--- src/source/rv_pkg.sv ---
package rv_pkg;

  // Base ISA widths
  localparam int xlen       = 32;
  localparam int reg_addr_w = 5;

  // Return stack sizing
  localparam int ras_depth = 8;
  localparam int ras_ptr_w = $clog2(ras_depth);

  // ra and t0 act as link registers
  localparam logic [reg_addr_w-1:0] link_reg     = 5'd1;
  localparam logic [reg_addr_w-1:0] link_reg_alt = 5'd5;

  // Major opcodes, instruction bits 6:2
  typedef enum logic [4:0] {
    OP_LOAD   = 5'b00000,
    OP_FENCE  = 5'b00011,
    OP_IMM    = 5'b00100,
    OP_AUIPC  = 5'b00101,
    OP_STORE  = 5'b01000,
    OP_REG    = 5'b01100,
    OP_LUI    = 5'b01101,
    OP_BRANCH = 5'b11000,
    OP_JALR   = 5'b11001,
    OP_JAL    = 5'b11011,
    OP_SYSTEM = 5'b11100
  } opcode_e;

  typedef enum logic [2:0] {
    FMT_NONE,
    FMT_R,
    FMT_I,
    FMT_S,
    FMT_U,
    FMT_B,
    FMT_J
  } inst_format_e;

  // {funct7[5], funct3}
  typedef enum logic [3:0] {
    ALU_ADD  = 4'b0000,
    ALU_SLL  = 4'b0001,
    ALU_SLT  = 4'b0010,
    ALU_SLTU = 4'b0011,
    ALU_XOR  = 4'b0100,
    ALU_SRL  = 4'b0101,
    ALU_OR   = 4'b0110,
    ALU_AND  = 4'b0111,
    ALU_SUB  = 4'b1000,
    ALU_SRA  = 4'b1101
  } alu_op_e;

  // Same encoding as funct3 of a branch
  typedef enum logic [2:0] {
    BR_EQ  = 3'b000,
    BR_NE  = 3'b001,
    BR_LT  = 3'b100,
    BR_GE  = 3'b101,
    BR_LTU = 3'b110,
    BR_GEU = 3'b111
  } branch_cond_e;

endpackage

--- src/source/decode_if.sv ---
`timescale 1ns/100ps

// Registered decode results shared by the decoder and the return stack
interface decode_if
  import rv_pkg::*;
();

  logic            valid;     // One-cycle pulse per decoded instruction
  logic            push;      // Return stack hints
  logic            pop;
  logic [xlen-1:0] link_addr; // pc + 4
  logic [xlen-1:0] pc;

  modport producer (
    output valid,
    output push,
    output pop,
    output link_addr,
    output pc
  );

  modport consumer (
    input valid,
    input push,
    input pop,
    input link_addr,
    input pc
  );

endinterface

--- src/source/rv_decode.sv ---
`timescale 1ns/100ps

module rv_decode
  import rv_pkg::*;
(
  input  logic                  clk_i,
  input  logic                  arst_n_i,
  input  logic                  clear_i,
  input  logic                  data_ready_i,
  input  logic [xlen-1:0]       instruction_i,
  input  logic [xlen-1:0]       pc_i,
  decode_if.producer            dec,
  output inst_format_e          fmt_o,
  output alu_op_e               alu_op_o,
  output logic [reg_addr_w-1:0] rs1_addr_o,
  output logic [reg_addr_w-1:0] rs2_addr_o,
  output logic [reg_addr_w-1:0] rd_addr_o,
  output logic [xlen-1:0]       imm_o,
  output logic                  imm_valid_o,
  output logic [2:0]            word_size_o,
  output logic                  jal_jump_o,
  output logic [xlen-1:0]       jal_target_o,
  output logic                  jalr_o,
  output logic                  branch_o,
  output branch_cond_e          branch_cond_o
);

  opcode_e               opcode;
  logic [2:0]            funct3;
  logic                  funct7_b5;
  logic [reg_addr_w-1:0] rs1_f, rs2_f, rd_f;

  logic [xlen-1:0] imm_i, imm_s, imm_b, imm_u, imm_j;
  logic [xlen-1:0] link_addr;

  inst_format_e          fmt_d;
  alu_op_e               alu_d;
  logic [reg_addr_w-1:0] rs1_d, rs2_d, rd_d;
  logic [xlen-1:0]       imm_d;
  logic                  imm_valid_d;
  logic [2:0]            word_size_d;
  logic                  is_jal, is_jalr, is_branch, is_shift;
  logic                  rd_link, rs1_link;
  logic                  push_d, pop_d;
  logic                  accept;

  // Instruction fields
  assign opcode    = opcode_e'(instruction_i[6:2]);
  assign funct3    = instruction_i[14:12];
  assign funct7_b5 = instruction_i[30];
  assign rd_f      = instruction_i[11:7];
  assign rs1_f     = instruction_i[19:15];
  assign rs2_f     = instruction_i[24:20];

  assign imm_i = {{(xlen-12){instruction_i[31]}}, instruction_i[31:20]};
  assign imm_s = {{(xlen-12){instruction_i[31]}}, instruction_i[31:25], instruction_i[11:7]};
  assign imm_b = {{(xlen-13){instruction_i[31]}}, instruction_i[31], instruction_i[7],
                  instruction_i[30:25], instruction_i[11:8], 1'b0};
  assign imm_u = {instruction_i[31:12], 12'b0};
  assign imm_j = {{(xlen-21){instruction_i[31]}}, instruction_i[31], instruction_i[19:12],
                  instruction_i[20], instruction_i[30:21], 1'b0};

  assign link_addr = pc_i + xlen'(4);

  always_comb
  begin
    case (opcode)
      OP_LOAD, OP_FENCE, OP_IMM, OP_JALR, OP_SYSTEM: fmt_d = FMT_I;
      OP_AUIPC, OP_LUI: fmt_d = FMT_U;
      OP_STORE:         fmt_d = FMT_S;
      OP_REG:           fmt_d = FMT_R;
      OP_BRANCH:        fmt_d = FMT_B;
      OP_JAL:           fmt_d = FMT_J;
      default:          fmt_d = FMT_NONE;
    endcase
  end

  // Unused register fields read as x0
  always_comb
  begin
    rs1_d = '0;
    rs2_d = '0;
    rd_d  = '0;
    case (fmt_d)
      FMT_R:
      begin
        rs1_d = rs1_f;
        rs2_d = rs2_f;
        rd_d  = rd_f;
      end
      FMT_I:
      begin
        rs1_d = rs1_f;
        rd_d  = rd_f;
      end
      FMT_S, FMT_B:
      begin
        rs1_d = rs1_f;
        rs2_d = rs2_f;
      end
      FMT_U, FMT_J: rd_d = rd_f;
      default: rd_d = '0;
    endcase
  end

  always_comb
  begin
    case (opcode)
      OP_LUI:   imm_d = imm_u;
      OP_AUIPC: imm_d = imm_u + pc_i;
      OP_JAL:   imm_d = link_addr; // Value written to rd
      default:
      begin
        case (fmt_d)
          FMT_I:   imm_d = imm_i;
          FMT_S:   imm_d = imm_s;
          FMT_B:   imm_d = imm_b;
          default: imm_d = '0;
        endcase
      end
    endcase
  end

  assign imm_valid_d = (fmt_d != FMT_NONE) && (fmt_d != FMT_R);
  assign word_size_d = (opcode == OP_LOAD || opcode == OP_STORE) ? funct3 : 3'b000;

  // SLLI and SRLI/SRAI are the only immediate ops that look at funct7
  assign is_shift = (funct3 == 3'b001) || (funct3 == 3'b101);

  always_comb
  begin
    case (opcode)
      OP_REG:  alu_d = alu_op_e'({funct7_b5, funct3});
      OP_IMM:  alu_d = alu_op_e'({funct7_b5 & is_shift, funct3});
      default: alu_d = ALU_ADD;
    endcase
  end

  assign is_jal    = (opcode == OP_JAL);
  assign is_jalr   = (opcode == OP_JALR);
  assign is_branch = (opcode == OP_BRANCH);

  // Call and return hints
  assign rd_link  = (rd_f == link_reg) || (rd_f == link_reg_alt);
  assign rs1_link = (rs1_f == link_reg) || (rs1_f == link_reg_alt);
  assign push_d   = rd_link & (is_jal | is_jalr);
  assign pop_d    = is_jalr & rs1_link & (~rd_link | (rd_f != rs1_f)); // Same link reg: push only

  assign accept = data_ready_i & ~clear_i;

  always_ff @(posedge clk_i or negedge arst_n_i)
  begin
    if (!arst_n_i)
    begin
      dec.valid   <= 1'b0;
      imm_valid_o <= 1'b0;
      jal_jump_o  <= 1'b0;
      jalr_o      <= 1'b0;
      branch_o    <= 1'b0;
    end
    else if (clear_i)
    begin
      dec.valid   <= 1'b0;
      imm_valid_o <= 1'b0;
      jal_jump_o  <= 1'b0;
      jalr_o      <= 1'b0;
      branch_o    <= 1'b0;
    end
    else
    begin
      dec.valid <= data_ready_i;
      if (data_ready_i)
      begin
        imm_valid_o <= imm_valid_d;
        jal_jump_o  <= is_jal;
        jalr_o      <= is_jalr;
        branch_o    <= is_branch;
      end
    end
  end

  always_ff @(posedge clk_i)
  begin
    if (accept)
    begin
      fmt_o         <= fmt_d;
      alu_op_o      <= alu_d;
      rs1_addr_o    <= rs1_d;
      rs2_addr_o    <= rs2_d;
      rd_addr_o     <= rd_d;
      imm_o         <= imm_d;
      word_size_o   <= word_size_d;
      jal_target_o  <= pc_i + imm_j;
      branch_cond_o <= is_branch ? branch_cond_e'(funct3) : BR_EQ;
      dec.push      <= push_d;
      dec.pop       <= pop_d;
      dec.link_addr <= link_addr;
      dec.pc        <= pc_i;
    end
  end

  a_imm_has_fmt: assert property (@(posedge clk_i) disable iff (!arst_n_i)
    imm_valid_o |-> fmt_o != FMT_NONE);

  a_ctrl_onehot: assert property (@(posedge clk_i) disable iff (!arst_n_i)
    $onehot0({jal_jump_o, jalr_o, branch_o}));

endmodule

--- src/source/return_stack.sv ---
`timescale 1ns/100ps

module return_stack
  import rv_pkg::*;
(
  input  logic            clk_i,
  input  logic            arst_n_i,
  input  logic            clear_i,
  decode_if.consumer      dec,
  output logic            ras_valid_o,
  output logic [xlen-1:0] ras_target_o
);

  logic [xlen-1:0]      stack_mem [ras_depth];
  logic [ras_ptr_w-1:0] top_q;    // Index of the newest entry
  logic [ras_ptr_w-1:0] push_ptr;
  logic [ras_ptr_w:0]   count_q;
  logic                 empty, full;
  logic                 do_push, do_pop;

  assign empty    = (count_q == '0);
  assign full     = (count_q == (ras_ptr_w + 1)'(ras_depth));
  assign push_ptr = top_q + 1'b1; // Wraps onto the oldest entry when full

  assign do_push = dec.valid & dec.push & ~clear_i;
  assign do_pop  = dec.valid & dec.pop & ~empty & ~clear_i;

  always_ff @(posedge clk_i or negedge arst_n_i)
  begin
    if (!arst_n_i)
    begin
      top_q       <= '0;
      count_q     <= '0;
      ras_valid_o <= 1'b0;
    end
    else if (clear_i)
    begin
      top_q       <= '0;
      count_q     <= '0;
      ras_valid_o <= 1'b0;
    end
    else
    begin
      ras_valid_o <= do_pop;
      if (do_push && !do_pop)
      begin
        top_q <= push_ptr;
        if (!full)
          count_q <= count_q + 1'b1; // Saturates at depth
      end
      else if (do_pop && !do_push)
      begin
        top_q   <= top_q - 1'b1;
        count_q <= count_q - 1'b1;
      end
      // Pop then push leaves pointer and count alone
    end
  end

  always_ff @(posedge clk_i)
  begin
    if (do_pop)
      ras_target_o <= stack_mem[top_q];
    if (do_push && do_pop)
      stack_mem[top_q] <= dec.link_addr; // Replace the popped entry
    else if (do_push)
      stack_mem[push_ptr] <= dec.link_addr;
  end

  a_count_bound: assert property (@(posedge clk_i) disable iff (!arst_n_i)
    count_q <= (ras_ptr_w + 1)'(ras_depth));

endmodule

--- src/source/rv_front_top.sv ---
`timescale 1ns/100ps

module rv_front_top
  import rv_pkg::*;
(
  input  logic                  clk_i,
  input  logic                  arst_n_i,
  input  logic                  clear_i,
  input  logic                  data_ready_i,
  input  logic [xlen-1:0]       instruction_i,
  input  logic [xlen-1:0]       pc_i,
  output logic                  dec_valid_o,
  output inst_format_e          fmt_o,
  output alu_op_e               alu_op_o,
  output logic [reg_addr_w-1:0] rs1_addr_o,
  output logic [reg_addr_w-1:0] rs2_addr_o,
  output logic [reg_addr_w-1:0] rd_addr_o,
  output logic [xlen-1:0]       imm_o,
  output logic                  imm_valid_o,
  output logic [2:0]            word_size_o,
  output logic                  jal_jump_o,
  output logic [xlen-1:0]       jal_target_o,
  output logic                  jalr_o,
  output logic                  branch_o,
  output branch_cond_e          branch_cond_o,
  output logic                  ras_valid_o,
  output logic [xlen-1:0]       ras_target_o
);

  decode_if u_dec_if ();

  rv_decode u_rv_decode (
    .clk_i         (clk_i),
    .arst_n_i      (arst_n_i),
    .clear_i       (clear_i),
    .data_ready_i  (data_ready_i),
    .instruction_i (instruction_i),
    .pc_i          (pc_i),
    .dec           (u_dec_if.producer),
    .fmt_o         (fmt_o),
    .alu_op_o      (alu_op_o),
    .rs1_addr_o    (rs1_addr_o),
    .rs2_addr_o    (rs2_addr_o),
    .rd_addr_o     (rd_addr_o),
    .imm_o         (imm_o),
    .imm_valid_o   (imm_valid_o),
    .word_size_o   (word_size_o),
    .jal_jump_o    (jal_jump_o),
    .jal_target_o  (jal_target_o),
    .jalr_o        (jalr_o),
    .branch_o      (branch_o),
    .branch_cond_o (branch_cond_o)
  );

  // Prediction lags decode by one cycle
  return_stack u_return_stack (
    .clk_i        (clk_i),
    .arst_n_i     (arst_n_i),
    .clear_i      (clear_i),
    .dec          (u_dec_if.consumer),
    .ras_valid_o  (ras_valid_o),
    .ras_target_o (ras_target_o)
  );

  assign dec_valid_o = u_dec_if.valid;

endmodule

--- config.mk ---
export PLATFORM = sky130hd
export DESIGN_NAME = rv_front_top
export DESIGN_NICKNAME = d
export VERILOG_FILES = /design/src/source/rv_pkg.sv /design/src/source/decode_if.sv /design/src/source/rv_decode.sv /design/src/source/return_stack.sv /design/src/source/rv_front_top.sv
export SDC_FILE = /design/constraint.sdc
export NUM_CORES = 1
export LEC_CHECK = 0
export BUFFER_PORTS_ARGS = -buffer_cell sky130_fd_sc_hd__buf_2
export CORE_MARGIN = 10
export CORE_UTILIZATION = 25
export CTS_CLUSTER_DIAMETER = 80
export DETAILED_ROUTE_END_ITERATION = 8
export HOLD_SLACK_MARGIN = 0.08
export PLACE_DENSITY = 0.47
export SLEW_MARGIN = 20
export SYNTH_ARGS = -nofsm -noshare
export SYNTH_HDL_FRONTEND = slang
export SYNTH_SLANG_ARGS = --single-unit
--- constraint.sdc ---
create_clock -name clk_i -period 3.88 [get_ports clk_i]
set_input_delay 0.388 -clock clk_i [delete_from_list [all_inputs] [get_ports clk_i]]
set_output_delay 0.388 -clock clk_i [all_outputs]
set_load 0.02 [all_outputs]
; After elaboration in Yosys (flattened, before gate mapping)
; Memory sizes are Yosys's and may differ from the RTL's. A register that Yosys moved wholly into a read port is not among the register bits.
; Index checks and enable logic that the tools add are counted.
; Widths: inputs -> output; s select.
[totals]
mem_count = 2
out_inout_bits = 130
romBits = 96
regBits = 139
ramBits = 256
input_bits = 68
word_cells = 116
[mem_list]
columns = name, depth, width, read_ports, rd_clocked_by_memory_dff, write_ports, line
row1 = u_return_stack.stack_mem, 8, 32, 1, 1, 1, return_stack.sv:14  ; logic [xlen-1:0] stack_mem [ras_depth];
row2 = (name not given), 32, 3, 1, 0, 0, rv_decode.sv:67  ; case (opcode)
[classes]
bitwise_logic = 15
reduce_logical = 20
eq_ne = 24
muxes = 28
add_sub_neg = 7
[op_table]
columns = op, n
row1 = $pmux 32 s3, 2
row2 = $add 32x32->32, 2
row3 = $add 32x3->32 const B, 1
row4 = $mux 32, 1
row5 = $reduce_or 32->1, 1
row6 = $eq 5x3->1 const B, 4
row7 = $mux 1, 16
row8 = $mux 4, 4
row9 = $eq 5x4->1 const B, 3
row10 = $eq 5x5->1 const B, 3
row11 = $eq 3x3->1 const B, 4
row12 = $mux 3, 4
row13 = $and 1x1->1, 10
row14 = $eq 5x1->1 const B, 2
row15 = $pmux 4 s2, 1
row16 = $reduce_or 4->1, 2
row17 = $eq 3x1->1 const B, 2
row18 = $eq 3x2->1 const B, 2
row19 = $reduce_bool 3->1, 2
row20 = $logic_not 5->1, 1
row21 = $ne 5x5->1, 1
row22 = $add 4x1->4 const B, 1
row23 = $eq 4x4->1 const B, 1
row24 = $logic_and 1x1->1, 4
row25 = 13 further kinds, 20

; Logic depth before layout (Yosys ltp)
[depth]
ltp_word = 9
depth_mapped = 13
depth_no_buf = 11

; By module
; From an unflattened synthesis, not the netlist that was laid out.
[hier_totals]
hier_cells = 1305
hier_area_um2 = 20435.8
[modules_own_cells]
columns = module, seq_area_each_um2, cells_each, area_per_inst_um2, instances
row1 = return_stack, 8848.5, 502, 11394.7, 1
row2 = rv_decode, 4779.6, 803, 9041.2, 1

; Least setup slack after synthesis
; No wires, ideal clock.
[synth_path]
path_kind = input to register
startpoint = in data_ready_i
endpoint = reg u_rv_decode.dec.valid
arrival_ns = 6.178
slack_ns = -3.008
setup_time_ns = 0.710
path_buffers = 1
cell_stages = 2
t_required_ns = 3.170
path_cell_list = clkbuf_1 nor2b_1
[synth_via]
elab_chain_cells = 1
[synth_rtl]
columns = item, line
row1 = from (decl), rv_front_top.sv:9  ; input logic data_ready_i,
row2 = $mux 1, rv_decode.sv:161  ; else if (clear_i)
row3 = to (signal assigned), rv_decode.sv:171  ; dec.valid <= data_ready_i;
row4 = to (decl), decode_if.sv:15  ; output valid,
; No other way between the ends.
; A chain may end at the register's enable or synchronous reset.

; Worst setup path after layout
[layout_path]
startpoint = in pc_i[1]
endpoint = reg u_rv_decode.jal_target_o[29], data pin
[layout_via]
elab_chain_cells = 1
[layout_rtl]
columns = item, line
row1 = from (decl), rv_front_top.sv:11  ; input logic [xlen-1:0] pc_i,
row2 = $add 32x32->32, rv_decode.sv:193  ; jal_target_o <= pc_i + imm_j;
row3 = to (signal assigned), rv_decode.sv:193
row4 = to (decl), rv_decode.sv:22  ; output logic [xlen-1:0] jal_target_o,
; No other way between the ends.

==> qor.txt <==
layout cells sized above 1 = 0.2895
initial antenna violation count = 14
I/O Pins = 198
H-tree levels = 2
Hold Crit Class = in2reg
vias in the first global route = 11.90k
cell-by-cell trace of the critical path = dlygate4sd3_1 -> buf_2 -> ha_1 -> inv_1 -> fa_1 -> nand2b_1 -> a21oi_2 -> o2111a_1 -> a31oi_1 -> o311a_1 -> o21a_4 -> o31ai_4 -> xor2_1
Non-Filler Instances = 2,519
GRT Residual Overflow = 0
unrepaired setup endpoints after global routing = no
post-CTS sizing = 0
GPL Wtd Cong = 0.8345
adder-cell share of the synthesized area = 0.03499
period utilization = 0.8547
synth top area cells = edfxtp_1 64%, mux4_2 7.5%, ha_1 3.2%
R2R Path End = u_return_stack.stack_mem[6][23]
final WL = 57.02 mm
Buffers on Ports = 195
Post-Syn Area = 0.01924 mm2
delay-heaviest family, CP = compound AO/OA/AOI/OAI gates
Reg2Reg Depth = 8
CTS tree = done
Hold Crit Start = data_ready_i
vias after detailed routing = 11.55k
final core occ = 0.3036
Num CTS Buffers = 48
chip height = 297.4 um
share of Yosys cell area claimed by the top area cell type = 0.6446
GRT Total Usage = 0.1256
Post-Synth XOR/XNOR Area = 0.03687
max cap viols = 0
critical path endpoint category = register
clock sinks = 426
placed cell count = 2,433
ANT nets after route = 0
worst-margin pin slew = 0.7937 ns
Die ar. = 0.08846 mm2
first-pass GRT wire length = 83.77 mm
status = completed
Fin. Hold Viols = 0
pwr dens = 513.0 mW/mm2
Rows = 101
register-to-register setup slack = 0.85 ns
critical path arrival = 3.63 ns
Synth Instances = 1,229
Simple-Gate Fraction of Synth Area = 0.07433
Vias/cell = 4.587
syn avg cell area = 15.65 um2
final setup vio count = 0
Core Area = 0.07608 mm2
Hold Path End = u_rv_decode.imm_valid_o
setup TNS = 0 ns
die width = 297.4 um
unique cell type count in the Yosys netlist = 76
dpl hpwl = 40.66 mm
clk buf depth = 3
Max-slew headroom = 0.4709
P&R area growth vs syn = 20.06%
Crit Path Class = in2reg
FF/Latch Area = 0.01273 mm2
Top Metal Used = met5
largest fanout on the critical path = 4
Synth Net Count = 1,349
combinational family with the most area after synthesis = multiplexers
fin. max-slew vios = 0
WL per Instance = 22.63 um
Post-synth ARST share = 0.03052
M1 WL = 25.38 mm
DR pass1 iterations = 5
met3 routed WL = 3.111 mm
slowest library cell on the worst path = dlygate4sd3_1
Worst EP required = 4.20 ns
mux share of post-synthesis cell area = 0.09820
skew final = 0.02122 ns
# nets final = 1,576
Worst-Skew Late Latency = 0.57 ns
hold depth = 2
Compound-Gate Fraction of Synth Area = 0.07628
Initial Util = 0.2529
fmax = 301.5 MHz
R2R Path Start = u_return_stack.count_q[1]
Root Buffer = clkbuf_16
Inserted Diodes = 0
LEAKAGE = 7.878 nW
Clk pin slew, worst setup/hold paths = 0.06 ns
length of routed met2 wiring = 26.77 mm
total chip power = 0.01185 W
DRT iter0 DRCs = 822
CP startpoint kind = input pin
dominant synthesized flop cell = edfxtp_1
Yosys top cell by area = edfxtp_1
pin count of the biggest net entering global routing = 109
commonest non-fill, non-tap cell in the layout = edfxtp_1
Fill cells = 7,675
worst vdd ir = 0.2886 mV
residual DRC count = 0
CP bufs+invs = 3
Worst path max stage delay = 0.53 ns
min Tclk post-route = 3.316 ns
Ys Warns = 0
number of synthesized flops with an enable pin = 413
Multi-input gate area = 0.006202 mm2
share of the yosys chip area belonging to registers = 0.6615
Synth Register Bits = 426
most frequent cells in the layout = 413 x edfxtp_1, 195 x buf_2, 74 x nand2_1
-- sequential cells by signal, summed over array words and instances, names as in the netlist, 5 cells and up --
register / count
u_rv_decode.rs2_addr_o: 5
u_rv_decode.rs1_addr_o: 5
u_rv_decode.jal_target_o: 32
u_return_stack.ras_target_o: 32
u_rv_decode.dec.link_addr: 31
u_return_stack.stack_mem: 256
u_rv_decode.rd_addr_o: 5
u_rv_decode.imm_o: 32
-- per-stage QoR --
| stage | hold WS [ns] | worst slack [ns] | instance area (um2) |
|---|---|---|---|
| 6_report | 0.1399 | 0.5636 | 23100 |
| 5_1_grt | 0.1349 | 0.3934 | 23100 |
| 4_1_cts | 0.1107 | 0.5441 | 23100 |
| 3_5_place_dp | 0.3230 | 0.5217 | 21610 |
| 3_3_place_gp | 0.3206 | 0.5384 | 21610 |
| 2_1_floorplan | 0.09241 | 0.3922 | 19250 |
-- power breakdown --
| group | switching (W) | internal (W) |
|---|---|---|
| registers | 0.000191 | 0.00535 |
| clock network | 0.00182 | 0.00250 |
| logic | 0.00115 | 0.000843 |
-- how the worst max path moves through the flow --
stage          cells past startpoint                        endpoint                     from
2_1_floorplan                      8  u_return_stack.stack_mem[0][0]  u_return_stack.top_q[0]
3_3_place_gp                      12    u_rv_decode.jal_target_o[29]                  pc_i[1]
3_5_place_dp                      12    u_rv_decode.jal_target_o[29]                  pc_i[1]
4_1_cts                           13    u_rv_decode.jal_target_o[29]                  pc_i[1]
5_1_grt                           13    u_rv_decode.jal_target_o[29]                  pc_i[1]
6_report                          13    u_rv_decode.jal_target_o[29]                  pc_i[1]
-- repair_timing --
item                       CTS  global route
hold buffers                 3             0
hold endpoints to repair    15             0
buffers inserted             0             0
setup endpoints to repair    0             0
-- kinds of logic (layout without fill, tap and decap cells) --
kind of cell / Yosys count / count (layout)
xor+xnor: 81 / 81
fa+ha+maj: 52 / 52
compound gates: 206 / 206
simple gates: 282 / 282
flops: 426 / 426
buf+inv: 78 / 338
mux: 104 / 104
-- Yosys cell counts (3+ instances only) --
cell      count
edfxtp_1    413
nand2_1      74
mux4_2       64
nor2_1       60
xnor2_1      51
ha_1         49
a21oi_1      47
o21ai_0      45
mux2_2       34
clkbuf_1     31
xor2_1       30
nand3_1      25
inv_1        24
and3_1       23
a21o_1       19
nand4_1      19
and2_1       17
nor3_1       17
buf_2        14
dfrtp_1      13
a31oi_1      11
nand2b_1     11
nor2b_1      11
a221oi_1      8
a22oi_1       8
o21ai_1       8
a221o_1       7
and4_1        6
o211ai_1      6
a221oi_2      5
mux2i_1       5
a311oi_1      4
o21a_1        4
a21oi_2       3
buf_1         3
fa_1          3
o31ai_1       3
or2_2         3
or3_1         3
-- cell type report --
type,instances,area share
multi-input combinational,725,0.2685
tap,1030,0.05579
clock buffer,59,0.05471
timing repair buffer,229,0.05687
sequential,426,0.5512
inverter,26,0.004333
clock inverter,24,0.008612
-- layer usage --
metal / track usage / vias up
met5: 0 / -
met4: 0.03815 / 20
met3: 0.02982 / 90
met2: 0.2015 / 319
met1: 0.1660 / 5840
li1: - / 5285
(Power assumes the default switching activity.)
